<file path="config.mk">
export PLATFORM = sky130hd
export DESIGN_NAME = flowArbiterTop
export DESIGN_NICKNAME = d
export VERILOG_FILES = /design/src/flowPkg.sv /design/src/flowFifo.sv /design/src/flowSelectControl.sv /design/src/flowMuxSelectUnstable.sv /design/src/flowPopRegister.sv /design/src/flowArbiterTop.sv
export SDC_FILE = /design/constraint.sdc
export NUM_CORES = 1
export LEC_CHECK = 0
export BUFFER_PORTS_ARGS = -buffer_cell sky130_fd_sc_hd__buf_4
export CAP_MARGIN = 25
export CORE_ASPECT_RATIO = 0.6
export CORE_MARGIN = 3
export CORE_UTILIZATION = 45
export DETAILED_ROUTE_END_ITERATION = 16
export GPL_TIMING_DRIVEN = 0
export REMOVE_ABC_BUFFERS = 1
export SYNTH_ARGS = -nofsm -noshare
export SYNTH_HDL_FRONTEND = slang
export SYNTH_SLANG_ARGS = --single-unit
</file>
<file path="constraint.sdc">
create_clock -name clk -period 4.6 [get_ports clk]
set_clock_uncertainty 0.05 [all_clocks]
set_input_delay 0.46 -clock clk [delete_from_list [all_inputs] [get_ports clk]]
set_output_delay 0.46 -clock clk [all_outputs]
set_load 0.05 [all_outputs]
</file>
<file path="src/flowPkg.sv">
package flowPkg;

  // ------------------------------------------------
  // Subsystem sizes
  // ------------------------------------------------

  // Number of merged input flows
  localparam int NumFlows = 3;

  // Width of one payload word
  localparam int DataWidth = 8;

  // Entries held by each input buffer
  localparam int FifoDepth = 4;

  // Bits needed to code a flow number
  localparam int SelectWidth = (NumFlows > 1) ? $clog2(NumFlows) : 1;

  // Buffer pointer and occupancy widths
  localparam int FifoPtrWidth = (FifoDepth > 1) ? $clog2(FifoDepth) : 1;
  localparam int FifoCountWidth = $clog2(FifoDepth + 1);

  // ------------------------------------------------
  // Vector types
  // ------------------------------------------------

  // One data word
  typedef logic [DataWidth-1:0] flowData;

  // A flow number, used for the mux select and for outFlow
  typedef logic [SelectWidth-1:0] flowSelect;

  // One bit per flow for valid and ready vectors
  typedef logic [NumFlows-1:0] flowMask;

  // Per-flow data bundle, entry i belongs to flow i
  typedef flowData [NumFlows-1:0] flowDataArray;

  // Buffer read and write pointers
  typedef logic [FifoPtrWidth-1:0] fifoPtr;

  // Buffer occupancy, 0 up to FifoDepth
  typedef logic [FifoCountWidth-1:0] fifoCount;

endpackage

</file>
<file path="src/flowFifo.sv">
module flowFifo (
  input  logic             clk,
  input  logic             reset,

  // Push side from the flow source
  input  logic             inValid,
  output logic             inReady,
  input  flowPkg::flowData inData,

  // Pop side toward the flow mux
  output logic             bufValid,
  input  logic             bufReady,
  output flowPkg::flowData bufData
);

  // Circular storage, payload only
  flowPkg::flowData storage [flowPkg::FifoDepth];

  flowPkg::fifoPtr wrPtr;
  flowPkg::fifoPtr rdPtr;
  flowPkg::fifoCount count;

  // Handshakes that complete on this edge
  logic push;
  logic pop;

  // Advance a pointer with wrap at the last entry
  function automatic flowPkg::fifoPtr nextPtr(input flowPkg::fifoPtr ptr);
    if (ptr == flowPkg::fifoPtr'(flowPkg::FifoDepth - 1)) begin
      return '0;
    end
    return ptr + flowPkg::fifoPtr'(1);
  endfunction

  // ------------------------------------------------
  // Status and handshake
  // ------------------------------------------------

  assign push = inValid && inReady;
  assign pop = bufValid && bufReady;

  // Accept while at least one entry is free
  assign inReady = (count != flowPkg::fifoCount'(flowPkg::FifoDepth));

  // Head word is presented from storage, never from inData
  assign bufValid = (count != '0);
  assign bufData = storage[rdPtr];

  // ------------------------------------------------
  // Pointers and occupancy
  // ------------------------------------------------

  always_ff @(posedge clk) begin
    if (reset) begin
      wrPtr <= '0;
      rdPtr <= '0;
      count <= '0;
    end else begin
      if (push) begin
        wrPtr <= nextPtr(wrPtr);
      end
      if (pop) begin
        rdPtr <= nextPtr(rdPtr);
      end
      // Simultaneous push and pop leaves the count unchanged
      if (push && !pop) begin
        count <= count + flowPkg::fifoCount'(1);
      end else if (!push && pop) begin
        count <= count - flowPkg::fifoCount'(1);
      end
    end
  end

  // Storage write
  always_ff @(posedge clk) begin
    if (push) begin
      storage[wrPtr] <= inData;
    end
  end

endmodule

</file>
<file path="src/flowSelectControl.sv">
module flowSelectControl (
  input  logic               clk,
  input  logic               reset,

  // Per-flow head valid from the buffers
  input  flowPkg::flowMask   bufValid,

  // Selected stream as seen at the mux output
  input  logic               muxValid,
  input  logic               muxReady,

  // Binary select for the flow mux
  output flowPkg::flowSelect select
);

  // Search moves the select freely, hold freezes it on a stall
  typedef enum logic {
    ArbSearch,
    ArbHold
  } arbState;

  arbState state;
  arbState nextState;

  // Flow that completed the most recent transfer
  flowPkg::flowSelect lastServed;

  // Round-robin scan start and result
  flowPkg::flowSelect scanBase;
  flowPkg::flowSelect scanFlow;
  logic scanFound;

  logic transfer;
  logic stall;

  assign transfer = muxValid && muxReady;
  assign stall = muxValid && !muxReady;

  // On a transfer the current select is the flow just served
  assign scanBase = transfer ? select : lastServed;

  // ------------------------------------------------
  // Round-robin scan
  // ------------------------------------------------

  // First flow with a valid head after scanBase
  // The base flow itself comes last in the order
  always_comb begin : roundRobinScan
    int candidate;
    candidate = 0;
    scanFlow = select;
    scanFound = 1'b0;
    for (int step = 1; step <= flowPkg::NumFlows; step++) begin
      candidate = (int'(scanBase) + step) % flowPkg::NumFlows;
      if (!scanFound && bufValid[candidate]) begin
        scanFound = 1'b1;
        scanFlow = flowPkg::flowSelect'(candidate);
      end
    end
  end

  // ------------------------------------------------
  // State machine
  // ------------------------------------------------

  always_comb begin
    nextState = state;
    case (state)
      ArbSearch: begin
        if (stall) begin
          nextState = ArbHold;
        end
      end
      ArbHold: begin
        // Leave only once the held word has moved
        if (transfer) begin
          nextState = ArbSearch;
        end
      end
      default: nextState = ArbSearch;
    endcase
  end

  always_ff @(posedge clk) begin
    if (reset) begin
      state <= ArbSearch;
      select <= '0;
      lastServed <= '0;
    end else begin
      state <= nextState;
      if (transfer) begin
        lastServed <= select;
      end
      // Search follows the scan unless stalled, hold waits for the transfer
      if ((state == ArbSearch) ? !stall : transfer) begin
        select <= scanFlow;
      end
    end
  end

endmodule

</file>
<file path="src/flowMuxSelectUnstable.sv">
module flowMuxSelectUnstable (
  // Binary flow number, kept below NumFlows by the controller
  input  flowPkg::flowSelect select,
  // Push side, one stream per flow
  output flowPkg::flowMask     bufReady,
  input  flowPkg::flowMask     bufValid,
  input  flowPkg::flowDataArray bufData,

  // Pop side toward the output register
  input  logic               muxReady,
  output logic               muxValid,
  output flowPkg::flowData   muxData
);

  // ------------------------------------------------
  // Ready steering
  // ------------------------------------------------

  // Only the selected buffer sees the downstream ready
  // All other buffers hold their head word
  always_comb begin
    bufReady = '0;
    bufReady[select] = muxReady;
  end

  // ------------------------------------------------
  // Valid and data steering
  // ------------------------------------------------

  // Follows the select directly, no stability of its own
  assign muxValid = bufValid[select];
  assign muxData = bufData[select];

endmodule

</file>
<file path="src/flowPopRegister.sv">
module flowPopRegister (
  input  logic               clk,
  input  logic               reset,

  // Push side from the flow mux
  input  logic               muxValid,
  output logic               muxReady,
  input  flowPkg::flowData   muxData,

  // Flow number of the word on the mux output
  input  flowPkg::flowSelect select,

  // Pop side to the external consumer
  output logic               outValid,
  input  logic               outReady,
  output flowPkg::flowData   outData,
  output flowPkg::flowSelect outFlow
);

  // Word captured on this edge
  logic capture;

  // ------------------------------------------------
  // Handshake
  // ------------------------------------------------

  // Free when empty or when the held word leaves this cycle
  // Keeps one word per cycle under full throughput
  assign muxReady = !outValid || outReady;

  assign capture = muxValid && muxReady;

  // ------------------------------------------------
  // Control state
  // ------------------------------------------------

  // Valid updates only when the slot is free
  // A stalled word keeps outValid high
  always_ff @(posedge clk) begin
    if (reset) begin
      outValid <= 1'b0;
    end else if (muxReady) begin
      outValid <= muxValid;
    end
  end

  // ------------------------------------------------
  // Payload
  // ------------------------------------------------

  // Data and origin move together
  // Both stay frozen while outReady is low
  always_ff @(posedge clk) begin
    if (capture) begin
      outData <= muxData;
      outFlow <= select;
    end
  end

endmodule

</file>
<file path="src/flowArbiterTop.sv">
module flowArbiterTop (
  input  logic                  clk,
  input  logic                  reset,

  // Input flows, one stream per bit
  input  flowPkg::flowMask      inValid,
  output flowPkg::flowMask      inReady,
  input  flowPkg::flowDataArray inData,

  // Merged output stream
  output logic                  outValid,
  input  logic                  outReady,
  output flowPkg::flowData      outData,
  output flowPkg::flowSelect    outFlow
);

  // Buffered flows toward the mux
  flowPkg::flowMask bufValid;
  flowPkg::flowMask bufReady;
  flowPkg::flowDataArray bufData;

  // Current flow choice
  flowPkg::flowSelect select;

  // Selected stream toward the output register
  logic muxValid;
  logic muxReady;
  flowPkg::flowData muxData;

  // ------------------------------------------------
  // Per-flow input buffers
  // ------------------------------------------------

  for (genvar i = 0; i < flowPkg::NumFlows; i++) begin : genFifo
    flowFifo fifo_i (
      .clk      (clk),
      .reset    (reset),
      .inValid  (inValid[i]),
      .inReady  (inReady[i]),
      .inData   (inData[i]),
      .bufValid (bufValid[i]),
      .bufReady (bufReady[i]),
      .bufData  (bufData[i])
    );
  end

  // ------------------------------------------------
  // Selection and steering
  // ------------------------------------------------

  // Watches only the mux output handshake for stalls
  flowSelectControl selectControl_i (
    .clk      (clk),
    .reset    (reset),
    .bufValid (bufValid),
    .muxValid (muxValid),
    .muxReady (muxReady),
    .select   (select)
  );

  flowMuxSelectUnstable mux_i (
    .select   (select),
    .bufReady (bufReady),
    .bufValid (bufValid),
    .bufData  (bufData),
    .muxReady (muxReady),
    .muxValid (muxValid),
    .muxData  (muxData)
  );

  // ------------------------------------------------
  // Output stage
  // ------------------------------------------------

  // Tags each word with the select value at capture
  flowPopRegister popRegister_i (
    .clk      (clk),
    .reset    (reset),
    .muxValid (muxValid),
    .muxReady (muxReady),
    .muxData  (muxData),
    .select   (select),
    .outValid (outValid),
    .outReady (outReady),
    .outData  (outData),
    .outFlow  (outFlow)
  );

endmodule

</file>
==> flow_summary_export.csv, run 1 <==
group,metric,value,unit
place,gp_congestion,0.831,
routing,firstDrtPassIters,5,
sta,min_period_over_period,0.830,
place,pre_cts_ws,0.873,ns
grt,grt_use_total,0.160,
synthesis,ys_async_sr_fraction,0,
grt,grt_pass1_vias,3258,
routing,post_drt_via_cell_ratio,5.39,
synthesis,synth.cell_area,5860,sq um
sta,relSlewSlack,0.392,
synthesis,syn_area_per_cell,15.1,sq um
run_status,status,"completed",
worst_setup_path,worst-r2r-setup-slack,0.78,ns
synthesis,synth_cell_type_count,48,
sta,fin_ws,0.780,ns
synthesis,synth_seq_area_share,0.655,
final_layout,fin_nets,484,
floorplan,die_h,94.4,microns
sta,max_clock_freq,262,MHz
final_layout,fin_util,0.555,
routing,drc_errors,0,
sta,hold_slack,0.192,ns
run,max-cap-violations,0,
sta,drv_slew,0,
floorplan,rows,31,
floorplan,initial_utilization,0.474,
clocking,ctsHtreeMaxLevel,4,
place,port_buffers,43,
clocking,tritoncts,"yes",
clocking,cts_resized,0,
place,dp.final_hpwl,7940,microns
final_layout,area_delta_synth_final,17.0,%
routing,routed_wl,11000,microns
power,p_per_area,656,nW/um^2
final_layout,antennaDiodeCount,0,
worst_setup_path,crit_required,4.90,ns
routing,route.detailed.wl_per_inst,18.1,microns
power,max-vdd-ir-drop,347,uV
grt,grt_pass1_wl,17500,microns
synthesis,ys_ff_latch,139,
power,p_leak,2.53,nW
floorplan,core-area,12400,sq um
floorplan,fp.dieW,153,microns
floorplan,die_area,14500,sq um
clocking,clk_latency,0.41,ns
worst_setup_path,worstPathMaxFanout,13,
power,power,4.50,mW
routing,via_count,3284,
clocking,cts_hold_buf,0,
worst_setup_path,critical_path_arrival,4.12,ns
worst_setup_path,cp-start-kind,"flop",
clocking,cts_buffers,17,
synthesis,ys.flop_type,"edfxtp_1",
synthesis,synth-edff-count,106,
sta,worstMarginPinSlew,0.910,ns
sta,setup_violations,0,
synthesis,syn_inst,388,
worst_setup_path,crit_path_end_kind,"flop",
routing,antenna_left,0,
final_layout,fillCellCount,983,
final_layout,drive_gt1_frac,0.239,
clocking,cts_buffer_depth,2,
worst_setup_path,criticalPathCategory,"reg2reg",
synthesis,synth_warnings,0,
routing,initialDrtViolationCount,184,
clocking,clkTransAtPathRegs,0.07,ns
sta,hold_viol_final,0,
sta,min_period,3.82,ns
sta,fin_tns_setup,0,ns
sta,grt_setup_unrepaired,"no",
clocking,clockRootBuffer,"clkbuf_16",
grt,grt_overflow,0,
clocking,cts_setup_buffers,0,
clocking,cts.sinks,139,
grt,antenna_found_initial,0,
floorplan,ios,44,
hold_path,min_path_type,"in2reg",
grt,grt_max_degree,27,
## area by class of cell
type                            count  area (sq um)  share of cell area
Tap cell                          165           206              0.0301
Multi-Input combinational cell    211          1840               0.268
Sequential cell                   139          3840               0.560
Clock buffer                       17           425              0.0620
Timing Repair Buffer               43           323              0.0470
Inverter                           19          71.3              0.0104
Clock inverter                     15           151              0.0221
## flip-flops by register name, indices dropped and copies added, names as in the netlist, 2 cells and up, named ones only
register	flops
genFifo.fifo_i.wrPtr	6
genFifo.fifo_i.rdPtr	6
popRegister_i.outData	8
genFifo.fifo_i.count	9
selectControl_i.lastServed	2
popRegister_i.outFlow	2
genFifo.fifo_i.storage	96
selectControl_i.select	2
## power breakdown
part / switching, mW / internal [mW] / leakage (nW)
clock network: 0.573 / 0.765 / 0.276
registers: 0.185 / 1.61 / 1.25
logic: 0.807 / 0.562 / 1.00
total: 1.57 / 2.93 / 2.53
## worst max-delay path: stages (launching register included)
cell,delay [ns]
dfxtp_1,0.60
nor2b_1,0.79
a222oi_1,0.30
a21o_2,0.31
nand2_1,0.07
nand2_1,0.09
ha_1,0.24
nor4_1,0.31
o32ai_1,0.19
a31oi_1,0.17
and2b_1,0.19
a31oi_1,0.24
a32o_2,0.20
## per-layer routing
layer / global-route usage / up-vias / share of wire
met4: 0.0536 / 0 / 0.014
li1: - / 1555 / -
met3: 0.0481 / 14 / 0.052
met1: 0.240 / 1649 / 0.52
met5: 0 / - / 0
met2: 0.224 / 66 / 0.41
## per-stage QoR
step | instance area, sq um | cells
after detailed placement | 6280 | 577
final | 6860 | 609
after CTS | 6860 | 609
after floorplan | 5760 | 369
after global routing | 6860 | 609
after global placement | 6280 | 577
## path summary, 6_finish.rpt
check                                               start                                         to  cells past startpoint
setup reg to reg   selectControl_i.select[0]$_SDFFE_PP0P_     selectControl_i.select[1]$_SDFFE_PP0P_                     12
hold / removal                                 inData[19]  genFifo[2].fifo_i.storage[0][3]$_DFFE_PP_                      1
hold reg to reg   genFifo[2].fifo_i.rdPtr[1]$_SDFFE_PP0P_    genFifo[2].fifo_i.rdPtr[1]$_SDFFE_PP0P_                      2
setup / recovery   selectControl_i.select[0]$_SDFFE_PP0P_     selectControl_i.select[1]$_SDFFE_PP0P_                     12
## cells by family (layout without fill, tap and decap cells)
kind of cell,count (synthesis),in the layout,share of synthesized area
AOI/OAI and AO/OA,49,49,0.0527
and+or+nand+nor,94,94,0.0807
xor gates and xnor gates,6,6,0.00896
muxes,39,39,0.119
adders and majority gates,23,23,0.0529
buffers and inverters,38,94,0.0307
DFF,139,139,0.655
## Yosys cell counts (2+ instances only)
cell / count / area [sq um]
mux2i_1: 14 / 140
and2_1: 2 / 12.5
a21oi_1: 17 / 85.1
or2b_1: 2 / 15.0
clkbuf_1: 11 / 41.3
inv_1: 19 / 71.3
o21ai_0: 13 / 65.1
nor2b_1: 2 / 12.5
edfxtp_1: 106 / 3180
nor3_1: 8 / 40.0
o22ai_1: 2 / 12.5
nand2_1: 27 / 101
xor2_1: 6 / 52.6
fa_1: 3 / 60.1
a31oi_1: 4 / 25.0
ha_1: 20 / 250
or3_1: 6 / 37.5
and3_1: 13 / 81.3
buf_4: 4 / 30.0
mux4_2: 24 / 541
a211oi_1: 2 / 15.0
buf_6: 3 / 33.8
and2b_1: 2 / 15.0
dfxtp_1: 33 / 661
nor2_1: 22 / 82.6
## cell usage in the layout, fill, tap and decap left out, drive strengths merged, types with 6 or more instances in the layout
cell type    n
o21ai       13
ha          20
nand2       27
edfxtp     106
mux2i       14
dfxtp       33
nor3         8
nor2        22
a21oi       17
or3          7
clkbuf      17
buf         43
inv         29
xor2         6
and3        14
mux4        24
Note: power is estimated with default switching activity, not from simulation.
==> inputs of run 2 (changes only) <==
Settings changed: ABC_AREA from default to 1.
Clock period 4.6 ns to 3.45 ns, I/O delays scaled along.
==> flow_summary_export.csv, run 2 <==
group,metric,value,unit
sta,fin_tns_setup,0,ns
worst_setup_path,critical_path_arrival,3.14,ns
clocking,clockRootBuffer,"clkbuf_16",
worst_setup_path,crit_path_end_kind,"flop",
clocking,cts_buffers,17,
final_layout,largest_reg_flops,96,
place,dp.final_hpwl,8420,microns
power,p_comb_frac,0.368,
routing,via_count,3872,
clocking,tritoncts,"yes",
routing,antenna_left,0,
final_layout,top_regs,"genFifo.fifo_i.storage (96), genFifo.fifo_i.count (9), popRegister_i.outData (8)",
clocking,cts_hold_buf,0,
synthesis,synth_top_area_share,0.543,
synthesis,synth_area_leaders,"edfxtp_1 54%, dfxtp_1 11%, o21ai_0 6.0%, nor2_1 5.2%, ha_1 4.3%",
synthesis,ys_top_cells_by_count,"106 x edfxtp_1, 81 x nor2_1, 70 x o21ai_0",
final_layout,fin_nets,627,
power,p_leak,2.72,nW
power,p_per_area,978,nW/um^2
sta,relSlewSlack,0.425,
synthesis,synth_cell_type_count,27,
sta,grt_setup_unrepaired,"no",
grt,grt_pass1_wl,19500,microns
grt,antenna_found_initial,0,
grt,grt_pass1_vias,3808,
routing,firstDrtPassIters,5,
power,internal_power,4.12,mW
power,pwr-share-seq,0.357,
worst_setup_path,cp-start-kind,"flop",
place,port_buffers,43,
synthesis,ys.flop_type,"edfxtp_1",
clocking,clk_latency,0.42,ns
clocking,cts_resized,0,
final_layout,largest_register,"genFifo.fifo_i.storage",
power,max-vdd-ir-drop,494,uV
synthesis,synth_seq_area_share,0.655,
synthesis,synth_most_common_cell,"edfxtp_1",
floorplan,ios,44,
clocking,cts.sinks,139,
clocking,clkTransAtPathRegs,0.06,ns
sta,worstMarginPinSlew,0.859,ns
routing,post_drt_via_cell_ratio,5.15,
worst_setup_path,crit_required,3.70,ns
run_status,status,"completed",
synthesis,syn_inst,524,
synthesis,synth_warnings,0,
floorplan,initial_utilization,0.474,
sta,drv_slew,0,
power,swShare,0.394,
clocking,cts_setup_buffers,0,
worst_setup_path,worst-r2r-setup-slack,0.57,ns
final_layout,antennaDiodeCount,0,
place,gp_congestion,0.791,
power,power.switching,2.68,mW
floorplan,die_area,14500,sq um
floorplan,fp.dieW,153,microns
run,max-cap-violations,0,
power,power_frac_clock,0.276,
final_layout,fin_util,0.562,
final_layout,drive_gt1_frac,0.164,
synthesis,ys_async_sr_fraction,0,
routing,route.detailed.wl_per_inst,16.0,microns
worst_setup_path,worstPathMaxFanout,10,
worst_setup_path,r2r-start,"selectControl_i.select[1]$_SDFFE_PP0P_",
sta,min_period_over_period,0.836,
synthesis,syn_area_per_cell,11.2,sq um
synthesis,ys_ff_latch,139,
final_layout,layout_commonest_cell,"edfxtp_1",
synthesis,synth.cell_area,5870,sq um
clocking,cts_buffer_depth,2,
grt,grt_use_total,0.177,
routing,routed_wl,12000,microns
hold_path,hold_path_startpoint,"inData[11]",
floorplan,die_h,94.4,microns
routing,drc_errors,0,
synthesis,synth-edff-count,106,
floorplan,core-area,12400,sq um
routing,initialDrtViolationCount,229,
final_layout,area_delta_synth_final,18.5,%
clocking,ctsHtreeMaxLevel,4,
sta,setup_violations,0,
floorplan,rows,31,
final_layout,mostFrequentLayoutCells,"106 x edfxtp_1, 81 x nor2_1, 70 x o21ai_0, 52 x inv_1, 49 x nand2_1",
worst_setup_path,criticalPathCategory,"reg2reg",
grt,grt_overflow,0,
sta,hold_viol_final,0,
grt,grt_max_degree,21,
sta,min_period,2.88,ns
hold_path,min_path_type,"in2reg",
synthesis,yosysTopAreaCell,"edfxtp_1",
worst_setup_path,cp-startpoint,"selectControl_i.select[1]$_SDFFE_PP0P_",
sta,max_clock_freq,347,MHz
[run 2: cell count changes in the layout (fill, tap and decap cells not counted), sizes merged, moves of 4 or more]
cell / delta
inv: +35
nor2: +62
and3: -14
mux2i: -14
nand3: +23
xor2: -6
or3: -7
mux4: -24
nand2: +29
o21ai: +59
nand4: +4
o22ai: +22
nor3: -8
[run 2: worst max-delay path, cell delays in order, from the launching register on]
cell     delay, ns
dfxtp_1       0.37
nor2_2        0.37
nand3_1       0.20
nand2_1       0.12
inv_2         0.06
nand3_4       0.08
nand2_2       0.07
nand2_4       0.10
inv_1         0.07
ha_1          0.27
inv_1         0.07
o21ai_1       0.13
a21oi_1       0.06
a31oi_2       0.28
nand4_1       0.15
nand2_1       0.15
nand2_1       0.06
nand2_1       0.07
a21oi_2       0.04
[run 2: layout make-up]
class	count	area [sq um]
Inverter	58	218
Clock buffer	18	429
Sequential cell	139	3840
Multi-Input combinational cell	315	1750
Tap cell	165	206
Clock inverter	14	181
Timing Repair Buffer	43	323
Fill cell	1051	5420
[run 2: worst paths after layout]
| check | to | cells after the start |
|---|---|---|
| worst max-delay path | selectControl_i.select[0]$_SDFFE_PP0P_ | 18 |
| worst min-delay path | genFifo[1].fifo_i.storage[3][3]$_DFFE_PP_ | 1 |
| worst max register to register | selectControl_i.select[0]$_SDFFE_PP0P_ | 18 |
| worst min register to register | genFifo[2].fifo_i.count[2]$_SDFFE_PP0P_ | 2 |
[run 2: cell families after synthesis]
| kind of cell | share of synthesized area |
|---|---|
| flip-flops | 0.655 |
| AND/OR/NAND/NOR | 0.129 |
| AO/OA/AOI/OAI | 0.116 |
| buffers and inverters | 0.0467 |
| adder cells (fa/ha/maj) | 0.0529 |
[run 2: power groups by stage]
stage	Clock, mW	Combinational [mW]	Sequential, mW
finish	1.87	2.50	2.42
global route	1.99	2.82	2.47
CTS	1.90	2.50	2.43
detailed placement	0	2.49	2.46
global placement	0	2.43	2.44
floorplan	0	1.60	2.63
[run 2: through the flow]
stage	power [mW]	hold slack [ns]	instance area (sq um)	std cells	setup WS (ns)
2_1_floorplan	4.23	0.364	5810	512	0.987
3_3_place_gp	4.87	0.412	6340	720	0.566
3_5_place_dp	4.95	0.418	6340	720	0.558
4_1_cts	6.83	0.0619	6950	752	0.557
5_1_grt	7.28	0.0538	6950	752	0.274
6_report	6.80	0.0769	6950	752	0.566
[run 2: layer usage]
layer  share of wire  vias up  GRT usage
li1                -     1944          -
met1            0.49     1833      0.239
met2            0.44       88      0.267
met3           0.062        7     0.0627
met4          0.0077        0     0.0632
met5               0        -          0
==> inputs of run 3 (changes only) <==
Settings changed: ABC_AREA 1 to 0.
Clock period 3.45 ns to 2.5 ns, I/O delays scaled along.
==> flow_summary_export.csv, run 3 (same netlist as run 1, synthesis figures left out) <==
group,metric,value,unit
routing,routed_wl,11700,microns
place,port_buffers,43,
floorplan,fp.dieW,153,microns
worst_setup_path,path_buf_inv,1,
sta,min_period_over_period,1.16,
routing,wl_met3,576,microns
power,p_leak,2.71,nW
final_layout,top_regs,"genFifo.fifo_i.storage (96), genFifo.fifo_i.count (9), popRegister_i.outData (8)",
floorplan,die_area,14500,sq um
worst_setup_path,criticalPathCategory,"reg2reg",
worst_setup_path,crit_path_end_kind,"flop",
floorplan,die_h,94.4,microns
floorplan,ios,44,
final_layout,mostFrequentLayoutCells,"106 x edfxtp_1, 55 x buf_4, 25 x nand2_1",
clocking,clkTransAtPathRegs,0.06,ns
sta,worstMarginPinSlew,0.589,ns
final_layout,fin_cells,645,
final_layout,drive_gt1_frac,0.313,
hold_path,min_path_type,"in2reg",
grt,grt_pass1_wl,18600,microns
clocking,clk_latency,0.41,ns
routing,route.detailed.wl_per_inst,18.2,microns
floorplan,core-area,12400,sq um
routing,via_count,3464,
routing,wl_met1,6010,microns
sta,grt_setup_unrepaired,"yes",
grt,grt_max_degree,27,
worst_setup_path,worst-r2r-setup-slack,-0.40,ns
routing,initialDrtViolationCount,185,
place,dp.final_hpwl,7940,microns
power,p_per_area,1200,nW/um^2
sta,relSlewSlack,0.604,
routing,post_drt_via_cell_ratio,5.37,
clocking,cts.sinks,139,
routing,drc_errors,0,
final_layout,area_delta_synth_final,25.8,%
sta,hold_viol_final,0,
run_status,violations,"negative setup slack",
grt,grt_pass1_vias,3441,
place,gp_congestion,0.831,
floorplan,initial_utilization,0.474,
routing,firstDrtPassIters,5,
sta,setup_violations,2,
final_layout,layout_commonest_cell,"edfxtp_1",
final_layout,fin_nets,520,
floorplan,rows,31,
routing,antenna_left,0,
grt,grt_use_total,0.170,
final_layout,largest_reg_flops,96,
worst_setup_path,critical_path_arrival,3.16,ns
routing,routed.top_layer,"met4",
power,max-vdd-ir-drop,771,uV
clocking,cts_buffer_depth,2,
worst_setup_path,slowest_stage,"or3_4",
worst_setup_path,cp-start-kind,"flop",
sta,max_clock_freq,344,MHz
worst_setup_path,critPathMaxStageDelay,0.39,ns
sta,fin_ws,-0.404,ns
sta,drv_slew,0,
worst_setup_path,path_cells,"or3_4, a222oi_1, buf_4, a21o_4, a21oi_4, ha_4, or2b_1, o32ai_2, a31oi_1, and2b_1, a31oi_4, a32o_2",
place,dp_cells,577,
worst_setup_path,worstPathMaxFanout,4,
grt,grt_overflow,0,
routing,met2_length,4990,microns
grt,antenna_found_initial,0,
clocking,cts_buffers,17,
worst_setup_path,cpLargestDelayFamily,"compound AO/OA/AOI/OAI gates",
final_layout,antennaDiodeCount,0,
run_status,status,"complete, but fails checks",
worst_setup_path,crit_required,2.75,ns
sta,min_period,2.90,ns
clocking,tritoncts,"yes",
final_layout,largest_register,"genFifo.fifo_i.storage",
run,max-cap-violations,0,
clocking,clockRootBuffer,"clkbuf_16",
clocking,ctsHtreeMaxLevel,4,
power,power,8.84,mW
-- run 3: through the flow --
| step | setup TNS [ns] | area (sq um) | utilization | hold slack, ns | setup WS, ns |
|---|---|---|---|---|---|
| final | -0.782 | 7380 | 0.596 | 0.155 | -0.404 |
| after global routing | -1.15 | 7380 | 0.596 | 0.165 | -0.524 |
| after CTS | -0.807 | 7330 | 0.593 | 0.146 | -0.366 |
| after detailed placement | -5.70 | 6280 | 0.508 | 0.407 | -1.23 |
| after global placement | -5.10 | 6280 | 0.508 | 0.401 | -1.23 |
| after floorplan | -1.12 | 5760 | - | 0.266 | -0.447 |
-- run 3: final timing paths --
check,startpoint,end,depth (start not counted)
min,reset,genFifo[2].fifo_i.wrPtr[0]$_SDFFE_PP0P_,2
max reg2reg,genFifo[2].fifo_i.count[2]$_SDFFE_PP0P_,selectControl_i.select[1]$_SDFFE_PP0P_,12
min reg2reg,genFifo[1].fifo_i.rdPtr[1]$_SDFFE_PP0P_,flop,2
max,genFifo[2].fifo_i.count[2]$_SDFFE_PP0P_,selectControl_i.select[1]$_SDFFE_PP0P_,12
-- run 3: timing repair --
action | CTS | global route
buffers inserted | 11 | 1
resized for setup | 37 | 11
hold endpoints to repair | 96 | 0
pin swaps | 8 | 4
endpoints found under the setup margin | 18 | 5
hold buffers | 24 | 0
-- run 3: power breakdown --
group	switching, mW	total (mW)	internal (mW)
Clock	1.05	2.45	1.41
Sequential	0.336	3.31	2.98
Combinational	1.68	3.07	1.39
-- run 3: worst reg2reg max path, delay by kind of cell (launching register included) --
kind / cells / cell delay (ns)
AO/OA/AOI/OAI: 7 / 1.05
adder cells (fa/ha/maj): 1 / 0.28
buffers and inverters: 1 / 0.18
AND/OR/NAND/NOR: 3 / 0.89
flip-flops: 1 / 0.34
-- run 3: layout make-up --
class	count	area, sq um
Fill cell	955	4990
Multi-Input combinational cell	211	2000
Clock inverter	15	151
Timing Repair Buffer	79	653
Clock buffer	17	425
Inverter	19	76.3
Tap cell	165	206
Sequential cell	139	3860
-- run 3: layer usage --
metal / global-route usage / up-vias
li1: - / 1629
met1: 0.256 / 1742
met2: 0.242 / 80
met3: 0.0444 / 13
met4: 0.0551 / 0
met5: 0 / -
